--- src/glb_macros.svh ---
// ======================================================================
// global buffer build parameters
// include wherever bank count, widths or config block codes are needed
// ======================================================================

`ifndef GLB_MACROS_SVH
`define GLB_MACROS_SVH

// bank organisation
`define GLB_NUM_BANKS       4
`define GLB_BANK_SEL_W      2
`define GLB_BANK_ADDR_W     6
`define GLB_DATA_W          32

// configuration port
`define GLB_CFG_ADDR_W      16
`define GLB_CFG_DATA_W      32
`define GLB_CFG_BLOCK_W     4
`define GLB_CFG_BLOCK_BANK  0
`define GLB_CFG_BANK_LSB    8

// read return queue entries, also the host read credit count
`define GLB_RET_DEPTH       4

`endif
--- src/glb_pkg.sv ---
// ======================================================================
// shared types of the global buffer
// width typedefs and the packed request and command structs
// ======================================================================

`include "glb_macros.svh"

package glb_pkg;

    typedef logic [`GLB_BANK_SEL_W-1:0]                  bank_sel_t;
    typedef logic [`GLB_BANK_ADDR_W-1:0]                 bank_addr_t;
    // bank index sits above the word address
    typedef logic [`GLB_BANK_SEL_W+`GLB_BANK_ADDR_W-1:0] glb_addr_t;
    typedef logic [`GLB_DATA_W-1:0]                      glb_data_t;
    typedef logic [`GLB_CFG_ADDR_W-1:0]                  cfg_addr_t;
    typedef logic [`GLB_CFG_DATA_W-1:0]                  cfg_data_t;

    typedef struct packed {
        logic      wr;
        glb_addr_t addr;
        glb_data_t data;
    } glb_host_req_t;

    typedef struct packed {
        logic       wr;
        bank_addr_t addr;
        glb_data_t  data;
    } glb_bank_cmd_t;

    // reg_sel 0 is control, 1 is status
    typedef struct packed {
        logic      wr;
        logic      rd;
        logic      reg_sel;
        cfg_data_t data;
    } glb_cfg_cmd_t;

endpackage

--- src/glb_host_router.sv ---
// ======================================================================
// host request router
// steers each accepted request to one bank in the same cycle and tags
// reads for the return queue; reads are throttled by queue credits
// ======================================================================

`timescale 1ns/100ps
`include "glb_macros.svh"

module glb_host_router (
    input  logic                            clk,
    input  logic                            arst_n,
    input  logic                            req_valid,
    output logic                            req_ready,
    input  glb_pkg::glb_host_req_t          req,
    output logic [`GLB_NUM_BANKS-1:0]       bank_cmd_valid,
    output glb_pkg::glb_bank_cmd_t          bank_cmd,
    output logic                            issue_valid,
    output glb_pkg::bank_sel_t              issue_tag,
    input  logic                            ret_pop
);

    localparam int CRED_W = $clog2(`GLB_RET_DEPTH + 1);

    logic [CRED_W-1:0]  credits;
    glb_pkg::bank_sel_t req_bank;
    logic               xfer;
    logic               rd_xfer;

    assign req_bank = req.addr[`GLB_BANK_SEL_W+`GLB_BANK_ADDR_W-1 -: `GLB_BANK_SEL_W];

    // writes never wait, reads need a free return entry
    assign req_ready = req.wr || (credits != '0);
    assign xfer      = req_valid && req_ready;
    assign rd_xfer   = xfer && !req.wr;

    always_comb begin
        for (int i = 0; i < `GLB_NUM_BANKS; i++) begin
            bank_cmd_valid[i] = xfer && (req_bank == glb_pkg::bank_sel_t'(i));
        end
    end

    assign bank_cmd.wr   = req.wr;
    assign bank_cmd.addr = req.addr[`GLB_BANK_ADDR_W-1:0];
    assign bank_cmd.data = req.data;

    assign issue_valid = rd_xfer;
    assign issue_tag   = req_bank;

    // one credit per queue entry, taken at issue and given back at pop
    always_ff @(posedge clk or negedge arst_n) begin
        if (!arst_n) begin
            credits <= CRED_W'(`GLB_RET_DEPTH);
        end else begin
            case ({rd_xfer, ret_pop})
                2'b10:   credits <= credits - 1'b1;
                2'b01:   credits <= credits + 1'b1;
                default: credits <= credits;
            endcase
        end
    end

endmodule

--- config.mk ---
export PLATFORM = sky130hd
export DESIGN_NAME = glb_host_router
export DESIGN_NICKNAME = d
export VERILOG_FILES = /design/src/glb_pkg.sv /design/src/glb_host_router.sv
export VERILOG_INCLUDE_DIRS = /design/src /design/src/src
export SDC_FILE = /design/constraint.sdc
export NUM_CORES = 1
export LEC_CHECK = 0
export ABC_AREA = 1
export BUFFER_PORTS_ARGS = -buffer_cell sky130_fd_sc_hd__clkbuf_2
export CORE_UTILIZATION = 30
export CTS_BUF_LIST = sky130_fd_sc_hd__clkbuf_8
export DETAILED_ROUTE_END_ITERATION = 8
export GPL_TIMING_DRIVEN = 0
export PLACE_DENSITY = 0.86
export SYNTH_ARGS = -nofsm -noshare
export SYNTH_HDL_FRONTEND = slang
export SYNTH_SLANG_ARGS = --single-unit
--- constraint.sdc ---
create_clock -name clk -period 2.6 [get_ports clk]
set_clock_uncertainty 0.1 [all_clocks]
set_input_delay 0.52 -clock clk [delete_from_list [all_inputs] [get_ports clk]]
set_output_delay 0.52 -clock clk [all_outputs]
set_load 0.005 [all_outputs]
==> key figures <==
Yosys
  – Sequential area share after synthesis: 0.1377
  – Distinct cells, synth: 14
  – Syn_nets: 124
  – Number of synthesized register bits: 3
  – Syn_area_per_cell: 7.198 sq um
  – Synth Instances: 77
  – Synth Cell Area: 554.3 sq um
  – Synth warn: 0

Route
  – Via/cell ratio: about 3.8
  – DR WL/cell: 8.306 microns
  – DR vias: 608
  – Routed wire length: 1329 microns
  – ANT nets after route: 0
  – Detailed Routing Iterations Pass 1: 4
  – DRC violations left: 0
  – Starting DRC count in detailed routing: 6

Setup path
  – Nature of the critical path startpoint: flip-flop
  – Worst R2R End: credits[2]$_DFFE_PN1P_
  – Critical path endpoint: credits[2]$_DFFE_PN1P_
  – Slowest CP cell: dfrtp_1
  – Crit path top cell by count: nand2_1
  – Bufs and invs on worst path: 1
  – CP delay by family, top: simple AND/OR/NAND/NOR gates
  – Worst-path cell chain: nor2_2 -> nand2_1 -> nand3_1 -> ha_1 -> inv_1 -> fa_1 -> nand2_1 -> nand3_1 -> nand2_1 -> nand2_1
  – CP peak stage delay: 420 ps
  – CP required: approximately 2600 ps
  – Cell count of the worst reg-to-reg path: 10
  – Worst R2R Setup Slack: 770 ps
  – Crit. path cell count: 10
  – CP Launch Point: credits[0]$_DFFE_PN0P_
  – Setup crit end kind: flip-flop
  – RR Startpoint: credits[0]$_DFFE_PN0P_
  – Worst-path fanout max: 3
  – Arr. time, crit path: between 1500 and 2000 ps
  – CP Class: reg -> reg

Clocking
  – Postcts setup bufs: 0
  – CTS tree: yes
  – Clk_lat worst skew: 210 ps
  – H-tree depth: 1
  – # resized after CTS: 0
  – Clock transition at path regs: 30 ps
  – CTS sink cnt: 3
  – Root buf cell: clkbuf_8
  – CTS Buf Count: 3
  – Max clock buf depth: 2
  – Hold buffer count at cts: 1

STA
  – Final hold vios: 0
  – Setup TNS after final layout: 0 ps
  – Pins Over Slew Limit: 0
  – Slew HR: 0.8860
  – Final setup viols: 0
  – Max Clk Rate: 546.7 MHz
  – Final min period: 1829 ps
  – Final period utilization: 0.7035
  – RSZ-0062 raised after global routing: false
  – Worst-Margin Slew: 171.0 ps

Placed design
  – Placed Cells: 155
  – DP HPWL: ~1200 microns
  – PortBufs: 53
  – GP Congestion: 0.6784

Global route
  – Vias in the first global route: 462
  – GR Overflow Total: 0
  – First-pass GRT wire length: 1662 microns
  – Initial antenna violation count: 0
  – Total track usage: 0.1133
  – Largest net degree at the start of global routing: 5

Layout
  – Largest regs: credits (3)
  – Largest Register: credits
  – Multi-input gate area: ~140 sq um
  – Max reg flops: 3
  – Antenna Cells: 0
  – Post-route non-filler standard cell count: 160
  – Nets: around 180
  – Area grow syn2layout: 63.43%
  – Share of post-route cells with drive strength above 1: 0.7481
  – Sequential Area: 76.32 sq um
  – Filler cells: 171

Hold path
  – HP Class: reg -> reg

Die
  – Num ports: slightly above 90
  – DIE HEIGHT: 44.99 microns
  – Die ar.: around 2000 sq um
  – Starting Density: 0.3210
  – Core Region: between 1500 and 2000 sq um
  – # rows: 15
  – Die Width: 44.99 microns

Flow run
  – Max-cap viol count: 0

Power
  – Leakage: 0.5933 nW
  – PD cells: 499.4 nW/um^2
  – Worst VDD drop: 0.0004120 V

Run status
  – Status: finished clean
==> Yosys cell counts <==
| cell | count | share of area |
|---|---|---|
| nand3_1 | 2 | 0.018 |
| nor2_2 | 1 | 0.011 |
| nand4_1 | 1 | 0.011 |
| dfstp_2 | 1 | 0.047 |
| buf_4 | 41 | 0.56 |
| ha_1 | 1 | 0.023 |
| inv_1 | 8 | 0.054 |
| xnor2_1 | 1 | 0.016 |
| nand3_2 | 1 | 0.018 |
| fa_1 | 1 | 0.036 |
| nand2_1 | 12 | 0.081 |
| nand2_2 | 1 | 0.011 |
| dfrtp_1 | 2 | 0.090 |
| nor2_1 | 4 | 0.027 |
==> cell usage in the layout (no fill, tap or decap), drive strengths merged <==
cell type	count
ha	1
nand2	13
buf	41
nor2	5
inv	9
dfstp	1
clkbuf	56
dfrtp	2
nand4	1
xnor2	1
nand3	3
dlygate4sd3	1
fa	1
==> through the flow <==
step,instance area [sq um],power [mW],setup slack [ps],hold slack (ps),util
final,905.9,0.4524,770.8,379.8,0.5246
after global routing,905.9,0.4942,614.8,387.3,0.5246
after CTS,905.9,0.4617,757.1,380.2,0.5246
after detailed placement,850.8,0.3232,721.8,218.3,0.4928
after global placement,850.8,0.3094,768.6,215.8,0.4928
after floorplan,554.3,0.2490,900.9,124.4,-
==> cells by family after synthesis <==
group	after synthesis	synth area share
flops	3	0.1377
fa+ha+maj	2	0.05869
simple gates	22	0.1783
xor+xnor	1	0.01580
buf+inv	49	0.6095
==> tightest hold or removal path, stage by stage, from the launching register on <==
cell,delay (ps)
dfstp_2,360
nand2_1,60
nand2_1,50
==> layer usage <==
layer / GRT usage / routed length, microns
met4: 0.07273 / 0
met1: 0.09630 / 409
met3: 0.02400 / 157
met5: 0 / 0
met2: 0.2290 / 763
==> report_power, final <==
group	internal (mW)	switching [mW]	total, mW
Clock	0.100	0.0298	0.130
Sequential	0.0773	0.0256	0.103
Combinational	0.119	0.100	0.219
==> cell type report <==
class,count,area share
Clock buffer,3,0.04558
Inverter,8,0.03315
Buffer,41,0.3398
Tap cell,25,0.03453
Sequential cell,3,0.08425
Timing Repair Buffer,54,0.3039
Clock inverter,1,0.004144
Multi-Input combinational cell,25,0.1547
==> worst min-delay path by stage <==
stage                            from                endpoint  cells after the start
2_1_floorplan                  arst_n  credits[0]$_DFFE_PN0P_                      0
3_3_place_gp                   arst_n  credits[0]$_DFFE_PN0P_                      1
3_5_place_dp                   arst_n  credits[1]$_DFFE_PN0P_                      1
4_1_cts        credits[2]$_DFFE_PN1P_  credits[2]$_DFFE_PN1P_                      2
5_1_grt        credits[2]$_DFFE_PN1P_  credits[2]$_DFFE_PN1P_                      2
6_report       credits[2]$_DFFE_PN1P_  credits[2]$_DFFE_PN1P_                      2
Note: power is estimated with default switching activity, not from simulation.
