### src/glb_macros.svh
// ======================================================================
// global buffer build parameters
// include wherever bank count, widths or config block codes are needed
// ======================================================================

`ifndef GLB_MACROS_SVH
`define GLB_MACROS_SVH

// bank organisation
`define GLB_NUM_BANKS       4
`define GLB_BANK_SEL_W      2
`define GLB_BANK_ADDR_W     6
`define GLB_DATA_W          32

// configuration port
`define GLB_CFG_ADDR_W      16
`define GLB_CFG_DATA_W      32
`define GLB_CFG_BLOCK_W     4
`define GLB_CFG_BLOCK_BANK  0
`define GLB_CFG_BANK_LSB    8

// read return queue entries, also the host read credit count
`define GLB_RET_DEPTH       4

`endif
### src/glb_pkg.sv
// ======================================================================
// shared types of the global buffer
// width typedefs and the packed request and command structs
// ======================================================================

`include "glb_macros.svh"

package glb_pkg;

    typedef logic [`GLB_BANK_SEL_W-1:0]                  bank_sel_t;
    typedef logic [`GLB_BANK_ADDR_W-1:0]                 bank_addr_t;
    // bank index sits above the word address
    typedef logic [`GLB_BANK_SEL_W+`GLB_BANK_ADDR_W-1:0] glb_addr_t;
    typedef logic [`GLB_DATA_W-1:0]                      glb_data_t;
    typedef logic [`GLB_CFG_ADDR_W-1:0]                  cfg_addr_t;
    typedef logic [`GLB_CFG_DATA_W-1:0]                  cfg_data_t;

    typedef struct packed {
        logic      wr;
        glb_addr_t addr;
        glb_data_t data;
    } glb_host_req_t;

    typedef struct packed {
        logic       wr;
        bank_addr_t addr;
        glb_data_t  data;
    } glb_bank_cmd_t;

    // reg_sel 0 is control, 1 is status
    typedef struct packed {
        logic      wr;
        logic      rd;
        logic      reg_sel;
        cfg_data_t data;
    } glb_cfg_cmd_t;

endpackage

### src/glb_rd_return.sv
// ======================================================================
// in-order read return queue
// captures the tagged bank's read word one cycle after issue and
// presents it on the valid/ready response channel
// ======================================================================

`timescale 1ns/100ps
`include "glb_macros.svh"

module glb_rd_return (
    input  logic                                    clk,
    input  logic                                    arst_n,
    input  logic                                    issue_valid,
    input  glb_pkg::bank_sel_t                      issue_tag,
    input  glb_pkg::glb_data_t [`GLB_NUM_BANKS-1:0] bank_rd_data,
    output logic                                    rsp_valid,
    input  logic                                    rsp_ready,
    output glb_pkg::glb_data_t                      rsp_data,
    output logic                                    ret_pop
);

    localparam int PTR_W = $clog2(`GLB_RET_DEPTH);

    glb_pkg::glb_data_t fifo_mem [`GLB_RET_DEPTH];
    logic [PTR_W-1:0]   wr_ptr;
    logic [PTR_W-1:0]   rd_ptr;
    logic [PTR_W:0]     count;
    logic               push_q;
    glb_pkg::bank_sel_t tag_q;
    logic               pop;

    // bank data shows up one cycle after issue
    always_ff @(posedge clk or negedge arst_n) begin
        if (!arst_n) begin
            push_q <= 1'b0;
        end else begin
            push_q <= issue_valid;
        end
    end

    always_ff @(posedge clk) begin
        tag_q <= issue_tag;
        if (push_q) begin
            fifo_mem[wr_ptr] <= bank_rd_data[tag_q];
        end
    end

    assign rsp_valid = (count != '0);
    assign rsp_data  = fifo_mem[rd_ptr];
    assign pop       = rsp_valid && rsp_ready;
    assign ret_pop   = pop;

    // no overflow check, router credits bound the occupancy
    always_ff @(posedge clk or negedge arst_n) begin
        if (!arst_n) begin
            wr_ptr <= '0;
            rd_ptr <= '0;
            count  <= '0;
        end else begin
            if (push_q) begin
                wr_ptr <= wr_ptr + 1'b1;
            end
            if (pop) begin
                rd_ptr <= rd_ptr + 1'b1;
            end
            case ({push_q, pop})
                2'b10:   count <= count + 1'b1;
                2'b01:   count <= count - 1'b1;
                default: count <= count;
            endcase
        end
    end

endmodule

### config.mk
export PLATFORM = sky130hd
export DESIGN_NAME = glb_rd_return
export DESIGN_NICKNAME = d
export VERILOG_FILES = /design/src/glb_pkg.sv /design/src/glb_rd_return.sv
export VERILOG_INCLUDE_DIRS = /design/src /design/src/src
export SDC_FILE = /design/constraint.sdc
export NUM_CORES = 1
export LEC_CHECK = 0
export BUFFER_PORTS_ARGS = -buffer_cell sky130_fd_sc_hd__buf_2
export CAP_MARGIN = 5
export CORE_ASPECT_RATIO = 1.2
export CORE_UTILIZATION = 55
export DETAILED_ROUTE_END_ITERATION = 16
export HOLD_SLACK_MARGIN = 0.12
export PLACE_DENSITY = 0.95
export SLEW_MARGIN = 25
export SYNTH_ARGS = -nofsm -noshare
export SYNTH_HDL_FRONTEND = slang
export SYNTH_SLANG_ARGS = --single-unit
export TNS_END_PERCENT = 5
### constraint.sdc
create_clock -name clk -period 5.75 [get_ports clk]
set_input_delay 1.4375 -clock clk [delete_from_list [all_inputs] [get_ports clk]]
set_output_delay 1.4375 -clock clk [all_outputs]
set_load 0.005 [all_outputs]
==> summary.json <==
{
  "placed_design": {
    "globalplace.congestion": 0.689,
    "detailed_place_hpwl_um": 7730,
    "port-buffer-count": 167,
    "dpl-instance-area_sq_um": 6780
  },
  "floorplanning": {
    "fp.dieArea_sq_um": 11200,
    "dieHeight_um": 116,
    "design.portCount": 168,
    "core.rowCount": 41,
    "die-width_um": 96.9,
    "initial_core_utilization_pct": 56.5,
    "core_area_sq_um": 10500
  },
  "setup_path": {
    "path_cells": "mux4_1 -> buf_2",
    "timing.critical_path.to_type": "output pin",
    "crit_path_start_kind": "register",
    "number_of_buffer_and_inverter_stages_on_the_critical_path": 1,
    "timing.reg2reg.worst_path_depth": 2,
    "critical_path_depth": 2,
    "timing.critical_path.slowest_stage_cell": "dfrtp_4",
    "timing.setup.critical_path_class": "reg -> out",
    "critPathArrivalTime_ps": 2070,
    "timing.critical_path.slowest_cell_delay_ps": 890,
    "critical_path_required_ps": 4310,
    "critical-path-top-delay-family": "flip-flops",
    "worst_path_fanout_max": 34
  },
  "cts": {
    "cts_buffers": 17,
    "cts_setup_buffers": 0,
    "clock_insertion_delay_worst_skew_ps": 410,
    "cts_tree": "done",
    "tritoncts_num_sinks": 138,
    "cts-htree-levels": 4,
    "cts_root_buf": "clkbuf_16",
    "clk_path_buf_depth": 2,
    "clk_pin_slew_ps": 60,
    "number_of_buffers_added_to_fix_hold_violations_after_cts": 0,
    "post_cts.resized_instances": 0
  },
  "finish": {
    "drive_above_1_share_pct": 61.3,
    "final_cell_area_sq_um": 7390,
    "antenna_cells_inserted": 0,
    "num-nets-final": 558,
    "area.growth.synth_to_final_pct": 24.4
  },
  "detailed_routing": {
    "drt_drc_violations_left": 0,
    "detail_route.first_pass.iterations": 4,
    "initialDrtViolationCount": 143,
    "wirelength_um": 11900,
    "detailroute.via_count": 3265,
    "ant_nets": 0,
    "avgViaCountPerCell": 5.83,
    "wl_per_cell_um": 21.2
  },
  "logic_synthesis": {
    "post_synth_and_or_nand_nor_area_fraction_pct": 0.716,
    "post_synth_instance_area_sq_um": 5940,
    "area_share_of_fa_ha_maj_cells_after_synthesis_pct": 1.39,
    "synthXorXnorAreaFrac_pct": 0.885,
    "combinational_family_with_the_most_area_after_synthesis": "multiplexers",
    "netlist_instances": 246,
    "synth_mux_area_share_pct": 24.7,
    "yosysSeqAreaShare_pct": 68.7,
    "avgSynthCellArea_sq_um": 24.1,
    "synthDistinctLibCells": 21,
    "yosysWarningCount": 0,
    "synth.net_count": 386,
    "synth-seq-cells": 138,
    "synth_compound_area_share_pct": 0.232
  },
  "global_route": {
    "globalRoute.totalOverflow": 0,
    "grt_start_max_net_pins": 35,
    "grt_antenna_before_repair": 1,
    "grt_use_total_pct": 22.6,
    "wire_length_of_the_first_global_routing_pass_um": 18300,
    "first_global_vias": 3673
  },
  "pwr": {
    "finalPower_mw": 3.38,
    "p_sw_share_pct": 26.1,
    "switching_power_uw": 883,
    "static-leakage-power_nw": 2.79,
    "peakVddDrop_mv": 0.415,
    "pwr-share-clk_pct": 32.5,
    "power.combinational.fraction_pct": 22.3,
    "internal_power_mw": 2.50,
    "p_seq_share_pct": 45.2,
    "power_density_nw_per_um2": 458
  },
  "run": {
    "number_of_violations_of_the_max_capacitance_limit": 0
  },
  "min_path": {
    "hold_path_depth": 1,
    "timing.hold.worst.class": "reg -> reg"
  },
  "timing": {
    "post-route-min-period_ps": 3510,
    "timing.setup.tns_ps": 0,
    "share_of_the_clock_period_used_by_the_worst_path_after_layout_pct": 61.0,
    "timing.fmax_ghz": 0.285,
    "hold_viol": 0,
    "finalSetupViolations": 0,
    "setup_repair_after_global_routing_missed_its_margin": "false",
    "maxSlewViolCount": 0,
    "timing_worst_slew_pin_value_ps": 911,
    "worst_clock_skew_ps": 7.93,
    "maxSlewHeadroom_pct": 39.3
  },
  "run_status": {
    "outcome": "finished, final reports clean"
  }
}
==> final timing paths <==
kind                                  startpoint                         to  slack, ps
setup / recovery           rd_ptr[0]$_DFFE_PN0P_                rsp_data[2]       2240
hold / removal              count[2]$_DFFE_PN0P_       count[2]$_DFFE_PN0P_        510
setup reg to reg                tag_q[0]$_DFF_P_  fifo_mem[1][16]$_DFFE_PP_       3670
hold reg to reg             count[2]$_DFFE_PN0P_       count[2]$_DFFE_PN0P_        510
max in group asynchronous                 arst_n      rd_ptr[0]$_DFFE_PN0P_       4710
min in group asynchronous                 arst_n       count[2]$_DFFE_PN0P_        860
==> cell type report <==
| cell class | count | area [sq um] |
|---|---|---|
| sequential | 138 | 4090 |
| tap | 129 | 161 |
| clock inverter | 14 | 179 |
| fill | 645 | 3130 |
| multi-input combinational | 87 | 1660 |
| timing repair buffer | 168 | 843 |
| clock buffer | 18 | 429 |
| inverter | 6 | 22.5 |
==> cells by family (layout without fill, tap and decap cells) <==
kind of cell	count (synthesis)	count (layout)
multiplexers	65	65
buffers and inverters	21	206
AO/OA/AOI/OAI	2	2
flip-flops	138	138
AND/OR/NAND/NOR	8	8
XOR/XNOR	6	6
adder cells (fa/ha/maj)	6	6
==> power by group through the flow <==
stage | Combinational (mW) | Clock, mW | Sequential, mW
2_1_floorplan | 0.630 | 0 | 1.39
3_3_place_gp | 0.726 | 0 | 1.53
3_5_place_dp | 0.756 | 0 | 1.55
4_1_cts | 0.765 | 1.11 | 1.54
5_1_grt | 0.812 | 1.15 | 1.56
6_report | 0.753 | 1.10 | 1.53
==> state kept, by name, indices dropped and copies added (netlist names) <==
| register | count |
|---|---|
| fifo_mem | 128 |
| tag_q | 2 |
| rd_ptr | 2 |
| push_q | 1 |
| wr_ptr | 2 |
| count | 3 |
==> routing by layer <==
layer / global-route usage (%) / wire (um) / part of all wire [%]
met5: 0 / 14 / 0.12
met4: 13.9 / 336 / 2.8
met3: 5.37 / 680 / 5.7
met2: 40.5 / 6650 / 56
met1: 24.7 / 4200 / 35
==> placed cells by master (no fill, tap or decap), types with 2 or more instances in the layout <==
cell and instances:
xnor2_1 2, ha_1 5, xor2_1 4, clkinv_1 3, and2_2 4, bufinv_16 4
mux4_1 4, clkbuf_16 17, inv_1 6, edfxtp_1 128, clkinv_4 2, dfrtp_1 6
nand2_1 2, clkinvlp_4 2, buf_2 167, mux4_2 60, dfxtp_2 2, clkinv_2 3
==> synth_stat cells <==
master,count,share of area (%)
ha_1,5,1.1
and2_1,4,0.42
nor2_1,1,0.063
mux4_1,4,1.8
dfxtp_1,2,0.67
xnor2_1,2,0.29
clkbuf_1,1,0.063
dfrtp_1,8,3.4
mux4_2,60,23
nand2_1,2,0.13
mux2i_1,1,0.17
o21ai_0,1,0.084
edfxtp_1,128,65
buf_2,6,0.51
buf_6,2,0.38
buf_12,6,2.0
o31a_1,1,0.15
inv_1,6,0.38
or3_1,1,0.11
xor2_1,4,0.59
fa_1,1,0.34
==> stage by stage <==
stage,hold slack (ps),instances,setup WS [ps],util (%)
6_report,506,560,2240,70.3
5_1_grt,529,560,2110,70.3
4_1_cts,503,560,2190,70.3
3_5_place_dp,477,528,2420,64.5
3_3_place_gp,473,528,2360,64.5
2_1_floorplan,458,246,2680,-
Note: power is estimated with default switching activity, not from simulation.
