**src/glb_macros.svh**
```systemverilog
// ======================================================================
// global buffer build parameters
// include wherever bank count, widths or config block codes are needed
// ======================================================================

`ifndef GLB_MACROS_SVH
`define GLB_MACROS_SVH

// bank organisation
`define GLB_NUM_BANKS       4
`define GLB_BANK_SEL_W      2
`define GLB_BANK_ADDR_W     6
`define GLB_DATA_W          32

// configuration port
`define GLB_CFG_ADDR_W      16
`define GLB_CFG_DATA_W      32
`define GLB_CFG_BLOCK_W     4
`define GLB_CFG_BLOCK_BANK  0
`define GLB_CFG_BANK_LSB    8

// read return queue entries, also the host read credit count
`define GLB_RET_DEPTH       4

`endif
```
**src/glb_pkg.sv**
```systemverilog
// ======================================================================
// shared types of the global buffer
// width typedefs and the packed request and command structs
// ======================================================================

`include "glb_macros.svh"

package glb_pkg;

    typedef logic [`GLB_BANK_SEL_W-1:0]                  bank_sel_t;
    typedef logic [`GLB_BANK_ADDR_W-1:0]                 bank_addr_t;
    // bank index sits above the word address
    typedef logic [`GLB_BANK_SEL_W+`GLB_BANK_ADDR_W-1:0] glb_addr_t;
    typedef logic [`GLB_DATA_W-1:0]                      glb_data_t;
    typedef logic [`GLB_CFG_ADDR_W-1:0]                  cfg_addr_t;
    typedef logic [`GLB_CFG_DATA_W-1:0]                  cfg_data_t;

    typedef struct packed {
        logic      wr;
        glb_addr_t addr;
        glb_data_t data;
    } glb_host_req_t;

    typedef struct packed {
        logic       wr;
        bank_addr_t addr;
        glb_data_t  data;
    } glb_bank_cmd_t;

    // reg_sel 0 is control, 1 is status
    typedef struct packed {
        logic      wr;
        logic      rd;
        logic      reg_sel;
        cfg_data_t data;
    } glb_cfg_cmd_t;

endpackage

```
**src/glb_cfg_decode.sv**
```systemverilog
// ======================================================================
// configuration port decoder
// turns the block and bank fields into per-bank selects and registers
// the merged bank readback one cycle after a read strobe
// ======================================================================

`timescale 1ns/100ps
`include "glb_macros.svh"

module glb_cfg_decode (
    input  logic                                        clk,
    input  logic                                        arst_n,
    input  logic                                        cfg_wr,
    input  logic                                        cfg_rd,
    input  glb_pkg::cfg_addr_t                          cfg_addr,
    input  glb_pkg::cfg_data_t                          cfg_wdata,
    output glb_pkg::glb_cfg_cmd_t                       cfg_cmd,
    output logic [`GLB_NUM_BANKS-1:0]                   cfg_sel,
    input  glb_pkg::cfg_data_t [`GLB_NUM_BANKS-1:0]     cfg_rdata_bank,
    output glb_pkg::cfg_data_t                          cfg_rdata
);

    logic               bank_blk_hit;
    glb_pkg::bank_sel_t cfg_bank;
    glb_pkg::cfg_data_t rdata_or;

    assign bank_blk_hit = (cfg_addr[`GLB_CFG_ADDR_W-1 -: `GLB_CFG_BLOCK_W] == `GLB_CFG_BLOCK_BANK);
    assign cfg_bank     = cfg_addr[`GLB_CFG_BANK_LSB +: `GLB_BANK_SEL_W];

    assign cfg_cmd.wr      = cfg_wr;
    assign cfg_cmd.rd      = cfg_rd;
    assign cfg_cmd.reg_sel = cfg_addr[0];
    assign cfg_cmd.data    = cfg_wdata;

    always_comb begin
        rdata_or = '0;
        for (int i = 0; i < `GLB_NUM_BANKS; i++) begin
            cfg_sel[i] = bank_blk_hit && (cfg_bank == glb_pkg::bank_sel_t'(i));
            // unselected banks drive zero
            rdata_or   = rdata_or | cfg_rdata_bank[i];
        end
    end

    // readback held until the next read strobe
    always_ff @(posedge clk or negedge arst_n) begin
        if (!arst_n) begin
            cfg_rdata <= '0;
        end else if (cfg_rd) begin
            cfg_rdata <= bank_blk_hit ? rdata_or : '0;
        end
    end

endmodule

```
**config.mk**
```make
export PLATFORM = sky130hd
export DESIGN_NAME = glb_cfg_decode
export DESIGN_NICKNAME = d
export VERILOG_FILES = /design/src/glb_pkg.sv /design/src/glb_cfg_decode.sv
export VERILOG_INCLUDE_DIRS = /design/src /design/src/src
export SDC_FILE = /design/constraint.sdc
export NUM_CORES = 1
export LEC_CHECK = 0
export CORE_AREA = 2 2 98 100
export DETAILED_ROUTE_END_ITERATION = 16
export DIE_AREA = 0 0 100 102
export DONT_BUFFER_PORTS = 1
export HOLD_SLACK_MARGIN = 0.12
export SLEW_MARGIN = 30
export SYNTH_ARGS = -nofsm -noshare
export SYNTH_HDL_FRONTEND = slang
export SYNTH_SLANG_ARGS = --single-unit
```
**constraint.sdc**
```tcl
create_clock -name clk -period 1.5 [get_ports clk]
set_input_delay 0.225 -clock clk [delete_from_list [all_inputs] [get_ports clk]]
set_output_delay 0.225 -clock clk [all_outputs]
set_load 0.005 [all_outputs]
```
==> report_table.html <==
<table>
<tr><th>Metric</th><th>Value</th></tr>
<tr><th colspan="2">Outcome</th></tr>
<tr><td>Status</td><td>complete, no violations</td></tr>
<tr><th colspan="2">Synth</th></tr>
<tr><td>Combined area of all synthesized cells</td><td>1950 um2</td></tr>
<tr><td>Number of nets produced by synthesis</td><td>around 360</td></tr>
<tr><td>Sequential area share after synthesis</td><td>41.0%</td></tr>
<tr><td>Post-synthesis cell count</td><td>between 150 and 200</td></tr>
<tr><td>Netlist cell types</td><td>13</td></tr>
<tr><td>Main area contributors after synthesis</td><td>sky130_fd_sc_hd__dfrtp_1 (41%), sky130_fd_sc_hd__o31ai_2 (17%), sky130_fd_sc_hd__buf_4 (13%), sky130_fd_sc_hd__nand2b_1 (10%), sky130_fd_sc_hd__nor4_1 (10%)</td></tr>
<tr><td>Library cell occupying the most area in the post-synthesis netlist</td><td>sky130_fd_sc_hd__dfrtp_1</td></tr>
<tr><td>Average footprint of a synthesized cell</td><td>between 10 and 15 um2</td></tr>
<tr><td>Flip-flop and latch count after synthesis</td><td>32</td></tr>
<tr><td>Area share of the leading cell type in the synthesized netlist</td><td>41.0%</td></tr>
<tr><td>Yosys warnings</td><td>0</td></tr>
<tr><th colspan="2">Timing</th></tr>
<tr><td>Setup Viol. Count Final</td><td>0</td></tr>
<tr><td>Setup repair after global routing missed its margin</td><td>false</td></tr>
<tr><td>Max Clk Rate</td><td>around 740 MHz</td></tr>
<tr><td>Min cycle time layout</td><td>between 1 and 1.5 ns</td></tr>
<tr><td>Total count of max-transition violations in the final report</td><td>0</td></tr>
<tr><td>Worst Clk Skew</td><td>0 ns</td></tr>
<tr><td>Worst Max-Slew Pin Slew</td><td>between 0.8 and 0.9 ns</td></tr>
<tr><td>Total count of hold-check failures in the final report</td><td>0</td></tr>
<tr><td>Max transition margin</td><td>~45%</td></tr>
<tr><td>Crit share post-route</td><td>~90%</td></tr>
<tr><th colspan="2">Routing</th></tr>
<tr><td>Remaining antenna violation count</td><td>0</td></tr>
<tr><td>Vias per cell</td><td>5.10</td></tr>
<tr><td>Routed Wire Length</td><td>5.34 mm</td></tr>
<tr><td>Vias</td><td>between 1000 and 1500</td></tr>
<tr><td>1st-pass router iterations</td><td>4</td></tr>
<tr><td>DRC marker count from the first detailed-route iteration</td><td>32</td></tr>
<tr><td>Number of remaining DRC errors</td><td>0</td></tr>
<tr><td>Post-DR wirelength/cell</td><td>20.6 um</td></tr>
<tr><th colspan="2">Worst setup path</th></tr>
<tr><td>Top cell family by delay on the critical path</td><td>simple AND/OR/NAND/NOR gates</td></tr>
<tr><td>Category of the worst setup path capture point</td><td>primary output</td></tr>
<tr><td>Setup crit start kind</td><td>primary input</td></tr>
<tr><td>Type of the worst setup path</td><td>primary input to primary output</td></tr>
<tr><td>Largest fanout on the critical path</td><td>14</td></tr>
<tr><td>Data arrival time at the worst-slack endpoint</td><td>around 1.1 ns</td></tr>
<tr><td>Slowest stage delay, CP</td><td>0.65 ns</td></tr>
<tr><td>Ordered list of cells on the worst path</td><td>or4_4 &gt; nor3_1</td></tr>
<tr><td>Worst path required time</td><td>between 1 and 1.5 ns</td></tr>
<tr><td>Bufs and invs on worst path</td><td>0</td></tr>
<tr><td>Slowest stage cell on the critical path</td><td>sky130_fd_sc_hd__or4_4</td></tr>
<tr><th colspan="2">Min path</th></tr>
<tr><td>Min-Delay Path Class</td><td>primary input to register</td></tr>
<tr><th colspan="2">Clocking</th></tr>
<tr><td>H-tree level count</td><td>2</td></tr>
<tr><td>Cells resized by post-CTS repair</td><td>0</td></tr>
<tr><td>Clock tree from TritonCTS</td><td>done</td></tr>
<tr><td>Clock transition time at the flip-flop clock pins of the worst setup and hold paths</td><td>0.07 ns</td></tr>
<tr><td>Clk Latency, worst-skew pair</td><td>0.27 ns</td></tr>
<tr><td>Post CTS Setup Buffer Count</td><td>0</td></tr>
<tr><td>Cell chosen for the clock root</td><td>sky130_fd_sc_hd__clkbuf_8</td></tr>
<tr><td># clock sinks</td><td>32</td></tr>
<tr><td>Num CTS Buffers</td><td>5</td></tr>
<tr><td>Clock Path Buffers</td><td>2</td></tr>
<tr><td>Number of hold buffers added after CTS</td><td>3</td></tr>
<tr><th colspan="2">Floorplanning</th></tr>
<tr><td>Starting utilization of the core area</td><td>approximately 21%</td></tr>
<tr><td>Die area</td><td>10200 um2</td></tr>
<tr><td>Placement Rows</td><td>35</td></tr>
<tr><td>Die Span Y</td><td>102 um</td></tr>
<tr><td>Die width</td><td>around 100 um</td></tr>
<tr><td>Core area</td><td>9110 um2</td></tr>
<tr><td>I/O pin cnt</td><td>251</td></tr>
<tr><th colspan="2">Global route</th></tr>
<tr><td>Total congestion overflow after global routing</td><td>0</td></tr>
<tr><td>Pin count of the biggest net entering global routing</td><td>33</td></tr>
<tr><td>Number of global-route vias before repair</td><td>approximately 1200</td></tr>
<tr><td>Initial antenna violation count</td><td>0</td></tr>
<tr><td>Global-route wire length before repair</td><td>roughly 7 mm</td></tr>
<tr><td>Total global routing track utilization</td><td>9.62%</td></tr>
<tr><th colspan="2">Power</th></tr>
<tr><td>Fraction of power consumed by combinational cells</td><td>around 8%</td></tr>
<tr><td>Net switching component of the power</td><td>~420 uW</td></tr>
<tr><td>Clk pwr share</td><td>37.5%</td></tr>
<tr><td>Power share of the sequential group</td><td>approximately 54%</td></tr>
<tr><td>Proportion of total power due to net switching</td><td>24.8%</td></tr>
<tr><td>Highest ir drop seen on vdd</td><td>276 uV</td></tr>
<tr><td>Int Power</td><td>about 1300 uW</td></tr>
<tr><td>Leakage</td><td>between 0.0007 and 0.0008 uW</td></tr>
<tr><td>Power density over the cells</td><td>894 nW/um2</td></tr>
<tr><th colspan="2">Final layout</th></tr>
<tr><td>Area added between synthesis and finish</td><td>-3.40%</td></tr>
<tr><td>Top flop regs</td><td>cfg_rdata x32</td></tr>
<tr><td>Net total in the final layout</td><td>approximately 330</td></tr>
<tr><td>Number of flip-flops under the largest register name</td><td>32</td></tr>
<tr><td>Core occupancy in the finished layout</td><td>slightly above 20%</td></tr>
<tr><td>Proportion of layout cells with a drive suffix above 1</td><td>around a quarter</td></tr>
<tr><td>Final std cells w/o fill</td><td>about 260</td></tr>
<tr><td>Ant. Diodes</td><td>0</td></tr>
<tr><td>Largest Register</td><td>cfg_rdata</td></tr>
<tr><th colspan="2">Placed design</th></tr>
<tr><td>Detailed Place HPWL</td><td>4.04 mm</td></tr>
<tr><td>Routability Congestion</td><td>~0.64</td></tr>
<tr><td>Quantity of I/O buffers inserted on ports</td><td>0</td></tr>
<tr><td>Inst Count DP</td><td>between 200 and 250</td></tr>
<tr><th colspan="2">Job</th></tr>
<tr><td>Number of violations of the max-capacitance limit</td><td>0</td></tr>
</table>
==> per-layer routing <==
metal,share of wire (%),GRT usage [%],vias up
li1,-,-,567
met1,32,9.11,596
met2,53,17.9,140
met3,11,3.97,18
met4,3.4,4.95,0
met5,0,0,-
==> worst reg2reg max path, stage by stage (launching register included) <==
cell                       delay, ns
sky130_fd_sc_hd__dfrtp_1        0.41
sky130_fd_sc_hd__nand2b_1       0.10
sky130_fd_sc_hd__o31ai_2        0.06
==> kinds of logic (layout without fill, tap and decap cells) <==
logic type,after synthesis,in the layout,synth area share [%]
AND/OR/NAND/NOR,69,69,22.1
flip-flops,32,32,41.0
AO/OA/AOI/OAI,32,32,19.0
buffers and inverters,48,15,17.9
==> metrics by stage <==
step	hold slack, ns	setup TNS, ns	worst slack (ns)	power (uW)	instance area, um2
after floorplan	-0.0706	0	0.0822	1110	1950
after global routing	0.120	0	0.101	1800	1890
after CTS	0.123	0	0.126	1740	1890
final	0.137	0	0.142	1690	1890
after global placement	-0.0697	0	0.0337	1040	1770
after detailed placement	-0.0697	-0.00613	-0.00613	1040	1770
==> synth_stat cells <==
cell and n:
sky130_fd_sc_hd__buf_1 3, sky130_fd_sc_hd__buf_4 35, sky130_fd_sc_hd__buf_6 2, sky130_fd_sc_hd__buf_8 2
sky130_fd_sc_hd__clkbuf_1 3, sky130_fd_sc_hd__dfrtp_1 32, sky130_fd_sc_hd__inv_1 3, sky130_fd_sc_hd__nand2b_1 32
sky130_fd_sc_hd__nor3_1 4, sky130_fd_sc_hd__nor4_1 32, sky130_fd_sc_hd__o31ai_1 6, sky130_fd_sc_hd__o31ai_2 26
sky130_fd_sc_hd__or4_4 1
==> power groups by stage <==
| stage | Clock, uW | Combinational, uW | Sequential, uW |
|---|---|---|---|
| 2_1_floorplan | 0 | 182 | 927 |
| 3_3_place_gp | 0 | 106 | 934 |
| 3_5_place_dp | 0 | 109 | 934 |
| 4_1_cts | 685 | 141 | 917 |
| 5_1_grt | 728 | 153 | 920 |
| 6_report | 632 | 136 | 917 |
==> final cells by class <==
class,instances,area [um2]
timing repair buffer,5,55.1
multi-input combinational,101,802
inverter,3,11.3
sequential,32,801
fill,998,7220
clock inverter,1,5.00
tap,111,139
clock buffer,6,72.6
==> layout by cell type (no fill, tap or decap), drive strengths merged <==
| cell | count |
|---|---|
| nand2b | 32 |
| or4 | 1 |
| dlygate4sd3 | 2 |
| nor4 | 32 |
| clkbuf | 6 |
| o31ai | 32 |
| buf | 3 |
| clkinv | 1 |
| dfrtp | 32 |
| inv | 3 |
| nor3 | 4 |
==> worst paths after layout <==
| check | slack [ns] | end | depth (start not counted) | startpoint |
|---|---|---|---|---|
| max | 0.14 | cfg_sel[2] | 2 | cfg_addr[13] |
| min | 0.14 | cfg_rdata[18]$_DFFE_PN0P_ | 2 | cfg_rd |
| max reg2reg | 0.78 | cfg_rdata[29]$_DFFE_PN0P_ | 2 | cfg_rdata[29]$_DFFE_PN0P_ |
| min reg2reg | 0.52 | cfg_rdata[2]$_DFFE_PN0P_ | 2 | cfg_rdata[2]$_DFFE_PN0P_ |
| max in group asynchronous | 0.92 | cfg_rdata[15]$_DFFE_PN0P_ | 2 | arst_n |
| min in group asynchronous | 0.40 | cfg_rdata[1]$_DFFE_PN0P_ | 2 | arst_n |
Power figures use the tool's default switching activity.
